$ cat src/verilog/stackPkg.sv
package stackPkg;

  // Command set shared by the data and return stacks
  typedef enum logic [2:0] {
    OP_NONE          = 3'd0,
    OP_PUSH          = 3'd1,
    OP_POP           = 3'd2,  // Drops data+1 entries
    OP_REPLACE       = 3'd3,  // Overwrites top of stack
    OP_INDEX_RESET   = 3'd4,
    OP_INDEX_PUSH    = 3'd5,  // Index reset, then push at offset
    OP_UNDERFLOW_GET = 3'd6,
    OP_UNDERFLOW_SET = 3'd7
  } stackOp_t;

  // Result of the last command, or level of the stack
  typedef enum logic [2:0] {
    ST_NONE       = 3'd0,
    ST_EMPTY      = 3'd1,  // Index sits on the underflow limit
    ST_FULL       = 3'd2,
    ST_UNDERFLOW  = 3'd3,
    ST_OVERFLOW   = 3'd4,
    ST_BAD_OFFSET = 3'd5
  } stackStatus_t;

  // Control part of a command; data and limits are sized per instance
  typedef struct packed {
    stackOp_t op;
    logic     dropTos;  // Underflow set only
  } stackCtrl_t;

  // Owner of a RAM port, doubles as the RAM region bit
  typedef enum logic {
    PORT_DATA   = 1'b0,  // Lower half of the RAM
    PORT_RETURN = 1'b1   // Upper half
  } memPort_t;

endpackage

$ cat src/verilog/stackRam.sv
`timescale 1ns/1ps

// Shared storage for both stacks
// Region bit is the MSB of addr
module stackRam #(
  parameter int WIDTH = 8,
  parameter int DEPTH = 4
) (
  input  logic             clk,
  input  logic             we,
  input  logic [DEPTH:0]   addr,
  input  logic [WIDTH-1:0] wdata,
  output logic [WIDTH-1:0] rdata
);

  localparam int WORDS = 2 ** (DEPTH + 1);  // Two stacks of 2^DEPTH frames

  logic [WIDTH-1:0] mem [WORDS];

  // Single port, read data one cycle after the access
  always_ff @(posedge clk) begin
    if (we) begin
      mem[addr] <= wdata;
    end else begin
      rdata <= mem[addr];  // Holds last read during writes
    end
  end

endmodule

$ cat src/verilog/memArbiter.sv
`timescale 1ns/1ps

// Round-robin access to the stack RAM for the two stack units
module memArbiter #(
  parameter int WIDTH = 8,
  parameter int DEPTH = 4
) (
  input  logic             clk,
  input  logic             reset,
  input  logic [1:0]       req,
  input  logic [1:0]       we,
  input  logic [DEPTH-1:0] addr0,
  input  logic [DEPTH-1:0] addr1,
  input  logic [WIDTH-1:0] wdata0,
  input  logic [WIDTH-1:0] wdata1,
  output logic [1:0]       gnt,
  output logic             ramWe,
  output logic [DEPTH:0]   ramAddr,
  output logic [WIDTH-1:0] ramWdata
);
  import stackPkg::*;

  memPort_t         lastGnt;  // Owner of the most recent grant
  memPort_t         owner;    // Winner in this cycle
  logic [DEPTH-1:0] selAddr;

  // Data wins if alone, or on a tie when return went last
  always_comb begin
    owner = PORT_RETURN;
    if (req[PORT_DATA] && (!req[PORT_RETURN] || lastGnt == PORT_RETURN)) begin
      owner = PORT_DATA;
    end
  end

  always_comb begin
    gnt = 2'b00;
    if (|req) begin
      gnt[owner] = 1'b1;
    end
  end

  // Winner's fields onto the RAM
  assign selAddr  = (owner == PORT_DATA) ? addr0 : addr1;
  assign ramAddr  = {owner, selAddr};  // Region bit on top
  assign ramWdata = (owner == PORT_DATA) ? wdata0 : wdata1;
  assign ramWe    = (|req) && we[owner];  // Idle cycles read, never write

  always_ff @(posedge clk) begin
    if (reset) begin
      lastGnt <= PORT_RETURN;  // Data takes the first tie
    end else if (|req) begin
      lastGnt <= owner;
    end
  end

  gntValid: assert property (
    @(posedge clk) disable iff (reset)
    $onehot0(gnt) && ((gnt & ~req) == 2'b00)
  ) else $error("memArbiter: bad grant %b for request %b", gnt, req);

endmodule

$ cat src/verilog/stackUnit.sv
`timescale 1ns/1ps

// One stack controller with a cached top three entries
module stackUnit #(
  parameter int                 WIDTH = 8,
  parameter int                 DEPTH = 4,
  parameter stackPkg::memPort_t BASE  = stackPkg::PORT_DATA
) (
  input  logic                   clk,
  input  logic                   reset,
  input  logic                   start,
  input  stackPkg::stackCtrl_t   ctrl,
  input  logic [WIDTH-1:0]       data,
  input  logic [DEPTH:0]         offset,
  input  logic [DEPTH:0]         underflowLimit,
  input  logic [DEPTH:0]         upperLimit,
  input  logic [DEPTH:0]         lowerLimit,
  output logic                   busy,
  output logic                   done,
  output logic [DEPTH:0]         index,
  output logic [WIDTH-1:0]       out,
  output logic [WIDTH-1:0]       out1,
  output logic [WIDTH-1:0]       out2,
  output stackPkg::stackStatus_t status,
  output logic                   memReq,
  output logic                   memWe,
  output logic [DEPTH-1:0]       memAddr,
  output logic [WIDTH-1:0]       memWdata,
  input  logic                   memGnt,
  input  logic [WIDTH-1:0]       memRdata
);
  import stackPkg::*;

  localparam logic [DEPTH:0] FULL = 1 << DEPTH;
  localparam int CW = ((WIDTH > DEPTH) ? WIDTH : DEPTH + 1) + 1;  // Pop check width

  typedef enum logic [2:0] {
    S_IDLE,
    S_WRITE,
    S_READ_REQ,
    S_READ_CAP,
    S_FINISH
  } state_t;

  state_t           state;
  logic [DEPTH-1:0] wrAddr;
  logic [WIDTH-1:0] wrData;
  logic [DEPTH-1:0] getAddr;
  logic             refresh;  // Top three reload, else single get
  logic [1:0]       slot;     // 0 -> out, 1 -> out1, 2 -> out2

  // Decode of the command at start
  logic [DEPTH:0]   nextIndex;
  stackStatus_t     nextStatus;
  logic             ruleStatus;
  logic             needWrite;
  logic             needRefresh;
  logic             needGet;
  logic [DEPTH-1:0] nextWrAddr;
  logic [DEPTH:0]   topPos;
  logic [DEPTH:0]   windowPos;
  logic             windowBad;
  logic             popUnder;
  logic [DEPTH:0]   rdPos;
  logic             slotValid;

  function automatic stackStatus_t statusOf(input logic [DEPTH:0] idx,
                                            input logic [DEPTH:0] limit);
    if (idx == FULL) return ST_FULL;
    else if (idx == limit) return ST_EMPTY;
    else if (idx < limit) return ST_UNDERFLOW;
    else return ST_NONE;
  endfunction

  assign topPos    = index - 1'b1;
  assign windowPos = lowerLimit + offset;
  assign windowBad = (upperLimit - lowerLimit) <= offset;
  // index - data <= limit, without wrapping
  assign popUnder  = (CW'(data) + CW'(underflowLimit)) >= CW'(index);

  always_comb begin
    nextIndex   = index;
    nextStatus  = status;
    ruleStatus  = 1'b0;
    needWrite   = 1'b0;
    needRefresh = 1'b0;
    needGet     = 1'b0;
    nextWrAddr  = index[DEPTH-1:0];
    case (ctrl.op)
      OP_NONE: ruleStatus = 1'b1;  // Picks up a changed underflow limit
      OP_PUSH: begin
        if (index == FULL) begin
          nextStatus = ST_OVERFLOW;
        end else begin
          needWrite   = 1'b1;
          needRefresh = 1'b1;
          nextIndex   = index + 1'b1;
          ruleStatus  = 1'b1;
        end
      end
      OP_POP: begin
        if (popUnder) begin
          nextStatus = ST_UNDERFLOW;
        end else begin
          needRefresh = 1'b1;
          nextIndex   = index - (DEPTH + 1)'(data) - 1'b1;
          ruleStatus  = 1'b1;
        end
      end
      OP_REPLACE: begin
        if (index <= underflowLimit) begin
          nextStatus = ST_UNDERFLOW;
        end else begin
          needWrite   = 1'b1;
          needRefresh = 1'b1;
          nextWrAddr  = topPos[DEPTH-1:0];
          ruleStatus  = 1'b1;
        end
      end
      OP_INDEX_RESET: begin
        if (offset > index) begin
          nextStatus = ST_BAD_OFFSET;
        end else begin
          nextIndex  = offset;
          ruleStatus = 1'b1;
        end
      end
      OP_INDEX_PUSH: begin
        if (offset > index) begin
          nextStatus = ST_BAD_OFFSET;
        end else if (offset == FULL) begin
          nextStatus = ST_OVERFLOW;
        end else begin
          needWrite   = 1'b1;
          needRefresh = 1'b1;
          nextWrAddr  = offset[DEPTH-1:0];
          nextIndex   = offset + 1'b1;
          ruleStatus  = 1'b1;
        end
      end
      OP_UNDERFLOW_GET: begin
        if (windowBad) begin
          nextStatus = ST_BAD_OFFSET;
        end else begin
          needGet    = 1'b1;
          nextStatus = ST_NONE;
        end
      end
      OP_UNDERFLOW_SET: begin
        if (windowBad) begin
          nextStatus = ST_BAD_OFFSET;
        // Dropping from an empty stack would wrap the index
        end else if (ctrl.dropTos && (index == underflowLimit || index == '0)) begin
          nextStatus = ST_UNDERFLOW;
        end else begin
          needWrite  = 1'b1;
          nextWrAddr = windowPos[DEPTH-1:0];
          ruleStatus = 1'b1;
          if (ctrl.dropTos) nextIndex = topPos;
        end
      end
      default: nextStatus = status;
    endcase
    if (ruleStatus) nextStatus = statusOf(nextIndex, underflowLimit);
  end

  // Refresh position for the current slot, below 0 reads as zero
  assign rdPos     = index - 1'b1 - (DEPTH + 1)'(slot);
  assign slotValid = !refresh || (index > (DEPTH + 1)'(slot));

  assign busy     = (state != S_IDLE);
  assign done     = (state == S_FINISH);
  assign memReq   = (state == S_WRITE) || (state == S_READ_REQ && slotValid);
  assign memWe    = (state == S_WRITE);
  assign memWdata = wrData;
  assign memAddr  = (state == S_WRITE) ? wrAddr : (refresh ? rdPos[DEPTH-1:0] : getAddr);

  always_ff @(posedge clk) begin
    if (start && state == S_IDLE) begin
      wrAddr  <= nextWrAddr;
      wrData  <= data;
      getAddr <= windowPos[DEPTH-1:0];
    end
  end

  always_ff @(posedge clk) begin
    if (reset) begin
      state   <= S_IDLE;
      index   <= '0;
      status  <= ST_EMPTY;
      out     <= '0;
      out1    <= '0;
      out2    <= '0;
      refresh <= 1'b0;
      slot    <= 2'd0;
    end else begin
      case (state)
        S_IDLE: begin
          if (start) begin
            index   <= nextIndex;  // Refresh reads use the new index
            status  <= nextStatus;
            refresh <= needRefresh;
            slot    <= 2'd0;
            if (needWrite) state <= S_WRITE;
            else if (needRefresh || needGet) state <= S_READ_REQ;
            else state <= S_FINISH;  // Failed checks end here too
          end
        end
        S_WRITE: begin
          if (memGnt) state <= refresh ? S_READ_REQ : S_FINISH;
        end
        S_READ_REQ: begin
          if (!slotValid) begin
            // This slot and all deeper ones are below the stack bottom
            out2 <= '0;
            if (slot <= 2'd1) out1 <= '0;
            if (slot == 2'd0) out <= '0;
            state <= S_FINISH;
          end else if (memGnt) begin
            state <= S_READ_CAP;
          end
        end
        S_READ_CAP: begin
          case (slot)
            2'd0:    out  <= memRdata;
            2'd1:    out1 <= memRdata;
            default: out2 <= memRdata;
          endcase
          if (refresh && slot != 2'd2) begin
            slot  <= slot + 1'b1;
            state <= S_READ_REQ;
          end else begin
            state <= S_FINISH;
          end
        end
        S_FINISH: state <= S_IDLE;
        default:  state <= S_IDLE;
      endcase
    end
  end

  noStartBusy: assert property (@(posedge clk) disable iff (reset) busy |-> !start)
    else $error("stack port %0d: start while busy", BASE);

  indexRange: assert property (@(posedge clk) disable iff (reset) index <= FULL)
    else $error("stack port %0d: index %0d above full", BASE, index);

  donePulse: assert property (@(posedge clk) disable iff (reset) done |=> !done)
    else $error("stack port %0d: done longer than one cycle", BASE);

endmodule

$ cat src/verilog/stackPair.sv
`timescale 1ns/1ps

// Data and return stacks sharing one RAM
module stackPair #(
  parameter int WIDTH = 8,
  parameter int DEPTH = 4
) (
  input  logic                   clk,
  input  logic                   reset,
  // Data stack
  input  logic                   dStart,
  input  stackPkg::stackCtrl_t   dCtrl,
  input  logic [WIDTH-1:0]       dData,
  input  logic [DEPTH:0]         dOffset,
  input  logic [DEPTH:0]         dUnderflowLimit,
  input  logic [DEPTH:0]         dUpperLimit,
  input  logic [DEPTH:0]         dLowerLimit,
  output logic                   dBusy,
  output logic                   dDone,
  output logic [DEPTH:0]         dIndex,
  output logic [WIDTH-1:0]       dOut,
  output logic [WIDTH-1:0]       dOut1,
  output logic [WIDTH-1:0]       dOut2,
  output stackPkg::stackStatus_t dStatus,
  // Return stack
  input  logic                   rStart,
  input  stackPkg::stackCtrl_t   rCtrl,
  input  logic [WIDTH-1:0]       rData,
  input  logic [DEPTH:0]         rOffset,
  input  logic [DEPTH:0]         rUnderflowLimit,
  input  logic [DEPTH:0]         rUpperLimit,
  input  logic [DEPTH:0]         rLowerLimit,
  output logic                   rBusy,
  output logic                   rDone,
  output logic [DEPTH:0]         rIndex,
  output logic [WIDTH-1:0]       rOut,
  output logic [WIDTH-1:0]       rOut1,
  output logic [WIDTH-1:0]       rOut2,
  output stackPkg::stackStatus_t rStatus
);
  import stackPkg::*;

  logic [1:0]       req;
  logic [1:0]       we;
  logic [1:0]       gnt;
  logic [DEPTH-1:0] dAddr;
  logic [DEPTH-1:0] rAddr;
  logic [WIDTH-1:0] dWdata;
  logic [WIDTH-1:0] rWdata;
  logic             ramWe;
  logic [DEPTH:0]   ramAddr;
  logic [WIDTH-1:0] ramWdata;
  logic [WIDTH-1:0] ramRdata;  // Seen by both units

  stackUnit #(.WIDTH(WIDTH), .DEPTH(DEPTH), .BASE(PORT_DATA)) dataStack (
    .clk, .reset,
    .start(dStart), .ctrl(dCtrl), .data(dData), .offset(dOffset),
    .underflowLimit(dUnderflowLimit), .upperLimit(dUpperLimit), .lowerLimit(dLowerLimit),
    .busy(dBusy), .done(dDone), .index(dIndex),
    .out(dOut), .out1(dOut1), .out2(dOut2), .status(dStatus),
    .memReq(req[PORT_DATA]), .memWe(we[PORT_DATA]), .memAddr(dAddr), .memWdata(dWdata),
    .memGnt(gnt[PORT_DATA]), .memRdata(ramRdata)
  );

  stackUnit #(.WIDTH(WIDTH), .DEPTH(DEPTH), .BASE(PORT_RETURN)) returnStack (
    .clk, .reset,
    .start(rStart), .ctrl(rCtrl), .data(rData), .offset(rOffset),
    .underflowLimit(rUnderflowLimit), .upperLimit(rUpperLimit), .lowerLimit(rLowerLimit),
    .busy(rBusy), .done(rDone), .index(rIndex),
    .out(rOut), .out1(rOut1), .out2(rOut2), .status(rStatus),
    .memReq(req[PORT_RETURN]), .memWe(we[PORT_RETURN]), .memAddr(rAddr),
    .memWdata(rWdata), .memGnt(gnt[PORT_RETURN]), .memRdata(ramRdata)
  );

  memArbiter #(.WIDTH(WIDTH), .DEPTH(DEPTH)) arbiter (
    .clk, .reset, .req, .we,
    .addr0(dAddr), .addr1(rAddr), .wdata0(dWdata), .wdata1(rWdata),
    .gnt, .ramWe, .ramAddr, .ramWdata
  );

  stackRam #(.WIDTH(WIDTH), .DEPTH(DEPTH)) ram (
    .clk, .we(ramWe), .addr(ramAddr), .wdata(ramWdata), .rdata(ramRdata)
  );

endmodule

$ cat config.mk
export PLATFORM = sky130hd
export DESIGN_NAME = stackPair
export DESIGN_NICKNAME = d
export VERILOG_FILES = /design/src/verilog/stackPkg.sv /design/src/verilog/stackRam.sv /design/src/verilog/memArbiter.sv /design/src/verilog/stackUnit.sv /design/src/verilog/stackPair.sv
export SDC_FILE = /design/constraint.sdc
export NUM_CORES = 1
export LEC_CHECK = 0
export BUFFER_PORTS_ARGS = -buffer_cell sky130_fd_sc_hd__buf_2
export CORE_AREA = 8 8 275 197
export DETAILED_ROUTE_END_ITERATION = 10
export DIE_AREA = 0 0 283 205
export GPL_ROUTABILITY_DRIVEN = 0
export PLACE_DENSITY_LB_ADDON = 0.3
export SLEW_MARGIN = 10
export SYNTH_ARGS = -nofsm -noshare
export SYNTH_HDL_FRONTEND = slang
export SYNTH_SLANG_ARGS = --single-unit
$ cat constraint.sdc
create_clock -name clk -period 10.1 [get_ports clk]
set_input_delay 1.01 -clock clk [delete_from_list [all_inputs] [get_ports clk]]
set_output_delay 1.01 -clock clk [all_outputs]
set_load 0.03 [all_outputs]
==> results of run 1 <==
[logic make-up (layout without fill, tap and decap cells)]
kind of cell | Yosys count | in the layout | share of synthesized area
compound gates | 408 | 408 | 0.1425
xor+xnor | 44 | 44 | 0.01958
fa+ha+maj | 115 | 115 | 0.07693
buf+inv | 185 | 319 | 0.03713
flops | 373 | 373 | 0.5300
mux | 64 | 64 | 0.04851
simple gates | 612 | 612 | 0.1453
[final cells by class]
type	instances	area, µm²
Clock buffer	53	1070
Clock inverter	14	131.4
Fill cell	4664	27800
Inverter	97	364.1
Multi-Input combinational cell	1243	8521
Sequential cell	373	10430
Tap cell	674	843.3
Timing Repair Buffer	155	825.8
[Yosys cell counts, types with 33 or more instances]
cell / n / area, µm²
clkbuf_1: 59 / 221.5
nand3_1: 39 / 195.2
and3_1: 33 / 206.5
dfxtp_1: 77 / 1541
inv_1: 94 / 352.8
ha_1: 105 / 1314
a22oi_1: 58 / 435.4
o21ai_0: 55 / 275.3
nor2_1: 170 / 638.1
edfxtp_1: 296 / 8889
mux2i_1: 38 / 380.4
xnor2_1: 34 / 297.8
nand2_1: 221 / 829.6
a21oi_1: 82 / 410.4
[final timing paths]
path	end	slack (ns)	cells after the start
setup / recovery	ram.mem[27][6]	4.07	13
hold / removal	dataStack.out2[0]	0.46	2
setup reg to reg	ram.mem[27][6]	4.07	13
hold reg to reg	dataStack.out2[0]	0.46	2
[worst reg2reg max path: cells and delay by family (launching register included)]
| kind | cells | cell delay (ns) |
|---|---|---|
| multiplexers | 1 | 0.08 |
| AND/OR/NAND/NOR | 4 | 2.43 |
| AO/OA/AOI/OAI | 2 | 0.29 |
| flip-flops | 1 | 0.63 |
| buffers and inverters | 4 | 1.29 |
| adder cells (fa/ha/maj) | 2 | 0.92 |
[state kept, by name (all words and copies together) (netlist names), 5 cells and up]
register and flops:
ram.mem 256, dataStack.memWdata 8, dataStack.out1 8, dataStack.out2 8, dataStack.out 8, ram.rdata 8, returnStack.memWdata 8, returnStack.out1 8
returnStack.out2 8, returnStack.out 8, dataStack.index 5, returnStack.index 5
[layer usage]
metal / vias up / global-route usage
li1: 6965 / -
met2: 790 / 0.2657
met4: 0 / 0.03862
met1: 7468 / 0.2779
met5: - / 0
met3: 81 / 0.06217
[metrics by stage]
step / hold WS (ns) / cells
2_1_floorplan: 0.4333 / 1801
3_3_place_gp: 0.4528 / 2542
3_5_place_dp: 0.4580 / 2542
4_1_cts: 0.4703 / 2609
5_1_grt: 0.4899 / 2609
6_report: 0.4650 / 2609
[power groups by stage]
stage,Sequential [mW],Combinational [mW],Clock [mW]
floorplan,2.07,1.45,0
global placement,2.12,2.15,0
detailed placement,2.12,2.18,0
CTS,2.09,2.19,1.40
global route,2.11,2.42,1.46
finish,2.09,2.23,1.37
==> results.sh, run 1 <==
export IMPL_synth_cell_area_um2=19680
export IMPL_cts_buffers=38
export IMPL_wl_met1_mm=26.18
export IMPL_die_w_um=283
export IMPL_leakagePower_nw=8.476
export IMPL_ctsResizeCount=0
export IMPL_power_frac_seq=0.367
export IMPL_drive_gt1_frac=0.1318
export IMPL_crit_family="simple AND/OR/NAND/NOR gates"
export IMPL_ant_nets=0
export IMPL_fin_crit_sh=0.5970
export IMPL_fin_crit_ns=6.030
export IMPL_rows=69
export IMPL_p_per_area_nw_per_um2=256.8
export IMPL_synth_edf_count=296
export IMPL_diodes=0
export IMPL_vias_per_cell=5.866
export IMPL_finalHoldViolations=0
export IMPL_synth_cells=1801
export IMPL_grt_overflow_total=0
export IMPL_first_pass_iters=8
export IMPL_hold_path_class="flip-flop to flip-flop"
export IMPL_crit_type="flip-flop to flip-flop"
export IMPL_worstPathBufferInverterCount=4
export IMPL_grt_pass1_wl_mm=86.73
export IMPL_grt_max_degree=79
export IMPL_final_util=0.4438
export IMPL_worst_pin_slew_ns=1.269
export IMPL_synth_ff_type="edfxtp_1"
export IMPL_crit_path_start="returnStack.index[1]"
export IMPL_vdd_drop_max_v=0.0001670
export IMPL_slowest_stage="nor3_1"
export IMPL_p_sw_frac=0.3949
export IMPL_dp_hpwl_mm=40.10
export IMPL_design_core_area_um2=49990
export IMPL_cts_hold_buffers=0
export IMPL_slew_violations=0
export IMPL_slowest_delay_ns=1.11
export IMPL_startpoint_type="flip-flop"
export IMPL_wl_per_cell_um=21.76
export IMPL_grt_pass1_vias=14510
export IMPL_p_sw_mw=2.250
export IMPL_worst_skew_pair_late_latency_ns=0.54
export IMPL_layout_nets=2091
export IMPL_cp_arrival_ns=6.17
export IMPL_r2r_start="returnStack.index[1]"
export IMPL_post_dp_cell_area_um2=20980
export IMPL_rsz0062_at_grt="no"
export IMPL_synthArstFlopShare=0
export IMPL_die_area_um2=58020
export IMPL_setup_violations=0
export IMPL_ctsHtreeMaxLevel=2
export IMPL_route_met3_wl_mm=6.591
export IMPL_cts_sinks=373
export IMPL_grtUsageTotal=0.1883
export IMPL_top_layer="met4"
export IMPL_numPortBuffers=135
export IMPL_layout_commonest_cell="edfxtp_1"
export IMPL_cts_tree="yes"
export IMPL_syn_num_nets=1984
export IMPL_post_cts_buffers=0
export IMPL_ys_warn_count=0
export IMPL_cts_root_buffer="clkbuf_16"
export IMPL_required_ns=10.24
export IMPL_finalPower_mw=5.697
export IMPL_io_pin_count=136
export IMPL_clk_pin_slew_ns=0.07
export IMPL_fin_tns_setup_ns=0
export IMPL_max_freq_mhz=165.8
export IMPL_p_int_mw=3.447
export IMPL_dr_wl_met2_mm=23.02
export IMPL_remaining_drc_errors=0
export IMPL_seq_area_frac_synth=0.5300
export IMPL_mostFrequentLayoutCells="edfxtp_1, nand2_1, nor2_1"
export IMPL_cp_cell_sequence="inv_1 -> ha_1 -> inv_1 -> fa_1 -> mux2i_1 -> nor2_1 -> a21oi_1 -> buf_4 -> o21ai_1 -> and2_2 -> buf_4 -> nand3_1 -> nor3_1"
export IMPL_start_util=0.3937
export IMPL_status="finished clean"
export IMPL_skew_ns=0.03042
export IMPL_endpoint_kind="flip-flop"
export IMPL_ys_ff_latch=373
export IMPL_dr_total_vias=15300
export IMPL_syn_avg_cell_area_um2=10.93
export IMPL_routed_wl_mm=56.76
export IMPL_synth_distinct_cells=82
export IMPL_hp_start="dataStack.out2[0]"
export IMPL_power_frac_comb=0.392
export IMPL_syn_to_final_growth_pct=12.74
export IMPL_maxSlewHeadroom=0.1519
export IMPL_place_ws_ns=4.192
export IMPL_first_iter_violations=1828
export IMPL_cts_buffer_depth=3
export IMPL_clkPwrFrac=0.241
export IMPL_finish_instance_area_um2=22190
export IMPL_layout_setup_ws_ns=4.070
export IMPL_die_h_um=205
export IMPL_cap_violations=0
export IMPL_antenna_found_initial=0
export IMPL_worstPathMaxFanout=56
(Power assumes the default switching activity.)
==> inputs of run 2 (changes only) <==
==> constraint.sdc (replaced) <==
create_clock -name clk -period 5.4 [get_ports clk]
set_input_delay 0.54 -clock clk [delete_from_list [all_inputs] [get_ports clk]]
set_output_delay 0.54 -clock clk [all_outputs]
set_load 0.03 [all_outputs]
==> run 2 against run 1 <==
Hold slack got worse by 0.25 ns. Cell count increased by 2.3%. Clock power increased by 110%. Critical endpoint is now dataStack.status[1]. Maximum frequency increased by 34%. Largest power group unchanged. Global-route usage about the same. Worst setup slack got worse by 3.2 ns. Clock skew decreased by 0.015 ns. Register-to-register slack got worse by 3.2 ns. Wire length increased by 0.24%. Utilization increased by 1.3 points.
==> results.sh, run 2 (synthesized netlist as in run 1, its figures left out) <==
export IMPL_p_sw_frac=0.3812
export IMPL_routed_wl_mm=56.90
export IMPL_p_per_area_nw_per_um2=489.0
export IMPL_worst_skew_pair_late_latency_ns=0.54
export IMPL_p_int_mw=6.905
export IMPL_ctsHtreeMaxLevel=2
export IMPL_post_cts_buffers=0
export IMPL_cts_buffers=38
export IMPL_start_util=0.3937
export IMPL_finalHoldViolations=0
export IMPL_hold_path_class="primary input to flip-flop"
export IMPL_slowest_stage="dfxtp_1"
export IMPL_drive_gt1_frac=0.1610
export IMPL_r2r_start="dataStack.index[3]"
export IMPL_grt_pass1_vias=14650
export IMPL_grtUsageTotal=0.1881
export IMPL_diodes=0
export IMPL_fin_tns_setup_ns=0
export IMPL_die_h_um=205
export IMPL_grt_max_degree=79
export IMPL_endpoint_kind="flip-flop"
export IMPL_antenna_found_initial=2
export IMPL_slowest_delay_ns=0.71
export IMPL_rows=69
export IMPL_status="finished clean"
export IMPL_die_w_um=283
export IMPL_skew_ns=0.01584
export IMPL_design_core_area_um2=49990
export IMPL_wl_per_cell_um=21.33
export IMPL_grt_pass1_wl_mm=86.83
export IMPL_worst_pin_slew_ns=1.200
export IMPL_setup_violations=0
export IMPL_fin_crit_ns=4.499
export IMPL_syn_to_final_growth_pct=15.96
export IMPL_cap_violations=0
export IMPL_cts_buffer_depth=3
export IMPL_max_freq_mhz=222.3
export IMPL_top_register="ram.mem"
export IMPL_vdd_drop_max_v=0.0002394
export IMPL_dp_hpwl_mm=41.11
export IMPL_clk_pin_slew_ns=0.07
export IMPL_required_ns=5.79
export IMPL_mostFrequentLayoutCells="edfxtp_1, nand2_1, nor2_1"
export IMPL_io_pin_count=136
export IMPL_cts_hold_buffers=0
export IMPL_first_pass_iters=7
export IMPL_ant_nets=0
export IMPL_startpoint_type="flip-flop"
export IMPL_die_area_um2=58020
export IMPL_layout_setup_ws_ns=0.9010
export IMPL_clkPwrFrac=0.257
export IMPL_p_sw_mw=4.254
export IMPL_crit_type="flip-flop to flip-flop"
export IMPL_slew_violations=0
export IMPL_cts_sinks=373
export IMPL_power_frac_comb=0.396
export IMPL_remaining_drc_errors=0
export IMPL_place_ws_ns=0.4955
export IMPL_min_path_cells=1
export IMPL_crit_family="compound AO/OA/AOI/OAI gates"
export IMPL_dr_total_vias=15460
export IMPL_cts_root_buffer="clkbuf_16"
export IMPL_layout_commonest_cell="edfxtp_1"
export IMPL_ff2ff_path_depth=16
export IMPL_crit_path_start="dataStack.index[3]"
export IMPL_largest_reg_flops=256
export IMPL_leakagePower_nw=8.880
export IMPL_hp_start="rData[6]"
export IMPL_fin_crit_sh=0.8331
export IMPL_grt_overflow_total=0
export IMPL_worstPathMaxFanout=11
export IMPL_numPortBuffers=135
export IMPL_rsz0062_at_grt="no"
export IMPL_cp_cell_sequence="inv_2 -> ha_1 -> and4_1 -> a21o_1 -> o21ai_1 -> a21oi_1 -> a221o_1 -> o31ai_1 -> and2_1 -> inv_1 -> ha_1 -> and3_1 -> nand3_1 -> and3_1 -> a211oi_1 -> a211oi_2"
export IMPL_power_frac_seq=0.347
export IMPL_worstSetupPathDepth=16
export IMPL_worstPathBufferInverterCount=2
export IMPL_cts_tree="yes"
export IMPL_vias_per_cell=5.794
export IMPL_cp_arrival_ns=4.88
export IMPL_first_iter_violations=2115
export IMPL_layout_nets=2148
export IMPL_maxSlewHeadroom=0.1983
export IMPL_ctsResizeCount=0
-- run 2: cell count changes in the layout (fill, tap and decap cells not counted), moves of 2 or more --
cell / previous run / this run
bufinv_16: 2 / 6
buf_4: 20 / 74
buf_12: 0 / 3
clkbuf_1: 9 / 3
clkbuf_8: 4 / 6
clkinv_2: 2 / 5
clkbuf_4: 0 / 2
clkbuf_16: 39 / 41
inv_6: 2 / 0
-- run 2: final timing paths --
kind,to,slack [ns]
max,dataStack.status[1],0.90
min,returnStack.memWdata[6],0.22
max reg2reg,dataStack.status[1],0.90
min reg2reg,dataStack.out2[1],0.47
-- run 2: per-layer routing --
layer	vias to the layer above	part of all wire	GRT usage
met4	2	0.020	0.04302
met1	7509	0.47	0.2847
met2	767	0.40	0.2628
met5	-	0.00023	0
met3	103	0.11	0.05175
li1	7077	-	-
-- run 2: area by class of cell --
cell class	count	area [µm²]
fill	4646	27170
multi-input combinational	1243	8521
sequential	373	10430
clock buffer	53	1140
clock inverter	16	230.2
tap	674	843.3
inverter	97	364.1
timing repair buffer	212	1291
-- run 2: through the flow --
stage	hold WS [ns]	area [µm²]	util	power (mW)	cells
finish	0.2168	22820	0.4565	11.16	2668
global route	0.2047	22820	0.4565	11.68	2668
global placement	0.4518	21450	0.4291	8.209	2599
floorplan	0.4333	19680	-	6.601	1801
CTS	0.2011	22820	0.4565	11.13	2668
detailed placement	0.4553	21450	0.4291	8.269	2599
-- run 2: worst register-to-register path: cells and delay by family, from the launching register on --
kind / cells / cell delay (ns)
compound gates: 7 / 1.81
fa+ha+maj: 2 / 0.61
buf+inv: 2 / 0.31
flops: 1 / 0.71
simple gates: 5 / 0.92
-- run 2: power by group through the flow --
stage / sequential, mW / clock (mW) / combinational [mW]
floorplan: 3.88 / 0 / 2.72
global placement: 3.93 / 0 / 4.28
detailed placement: 3.93 / 0 / 4.33
CTS: 3.87 / 2.90 / 4.35
global route: 3.90 / 3.01 / 4.77
finish: 3.88 / 2.87 / 4.42
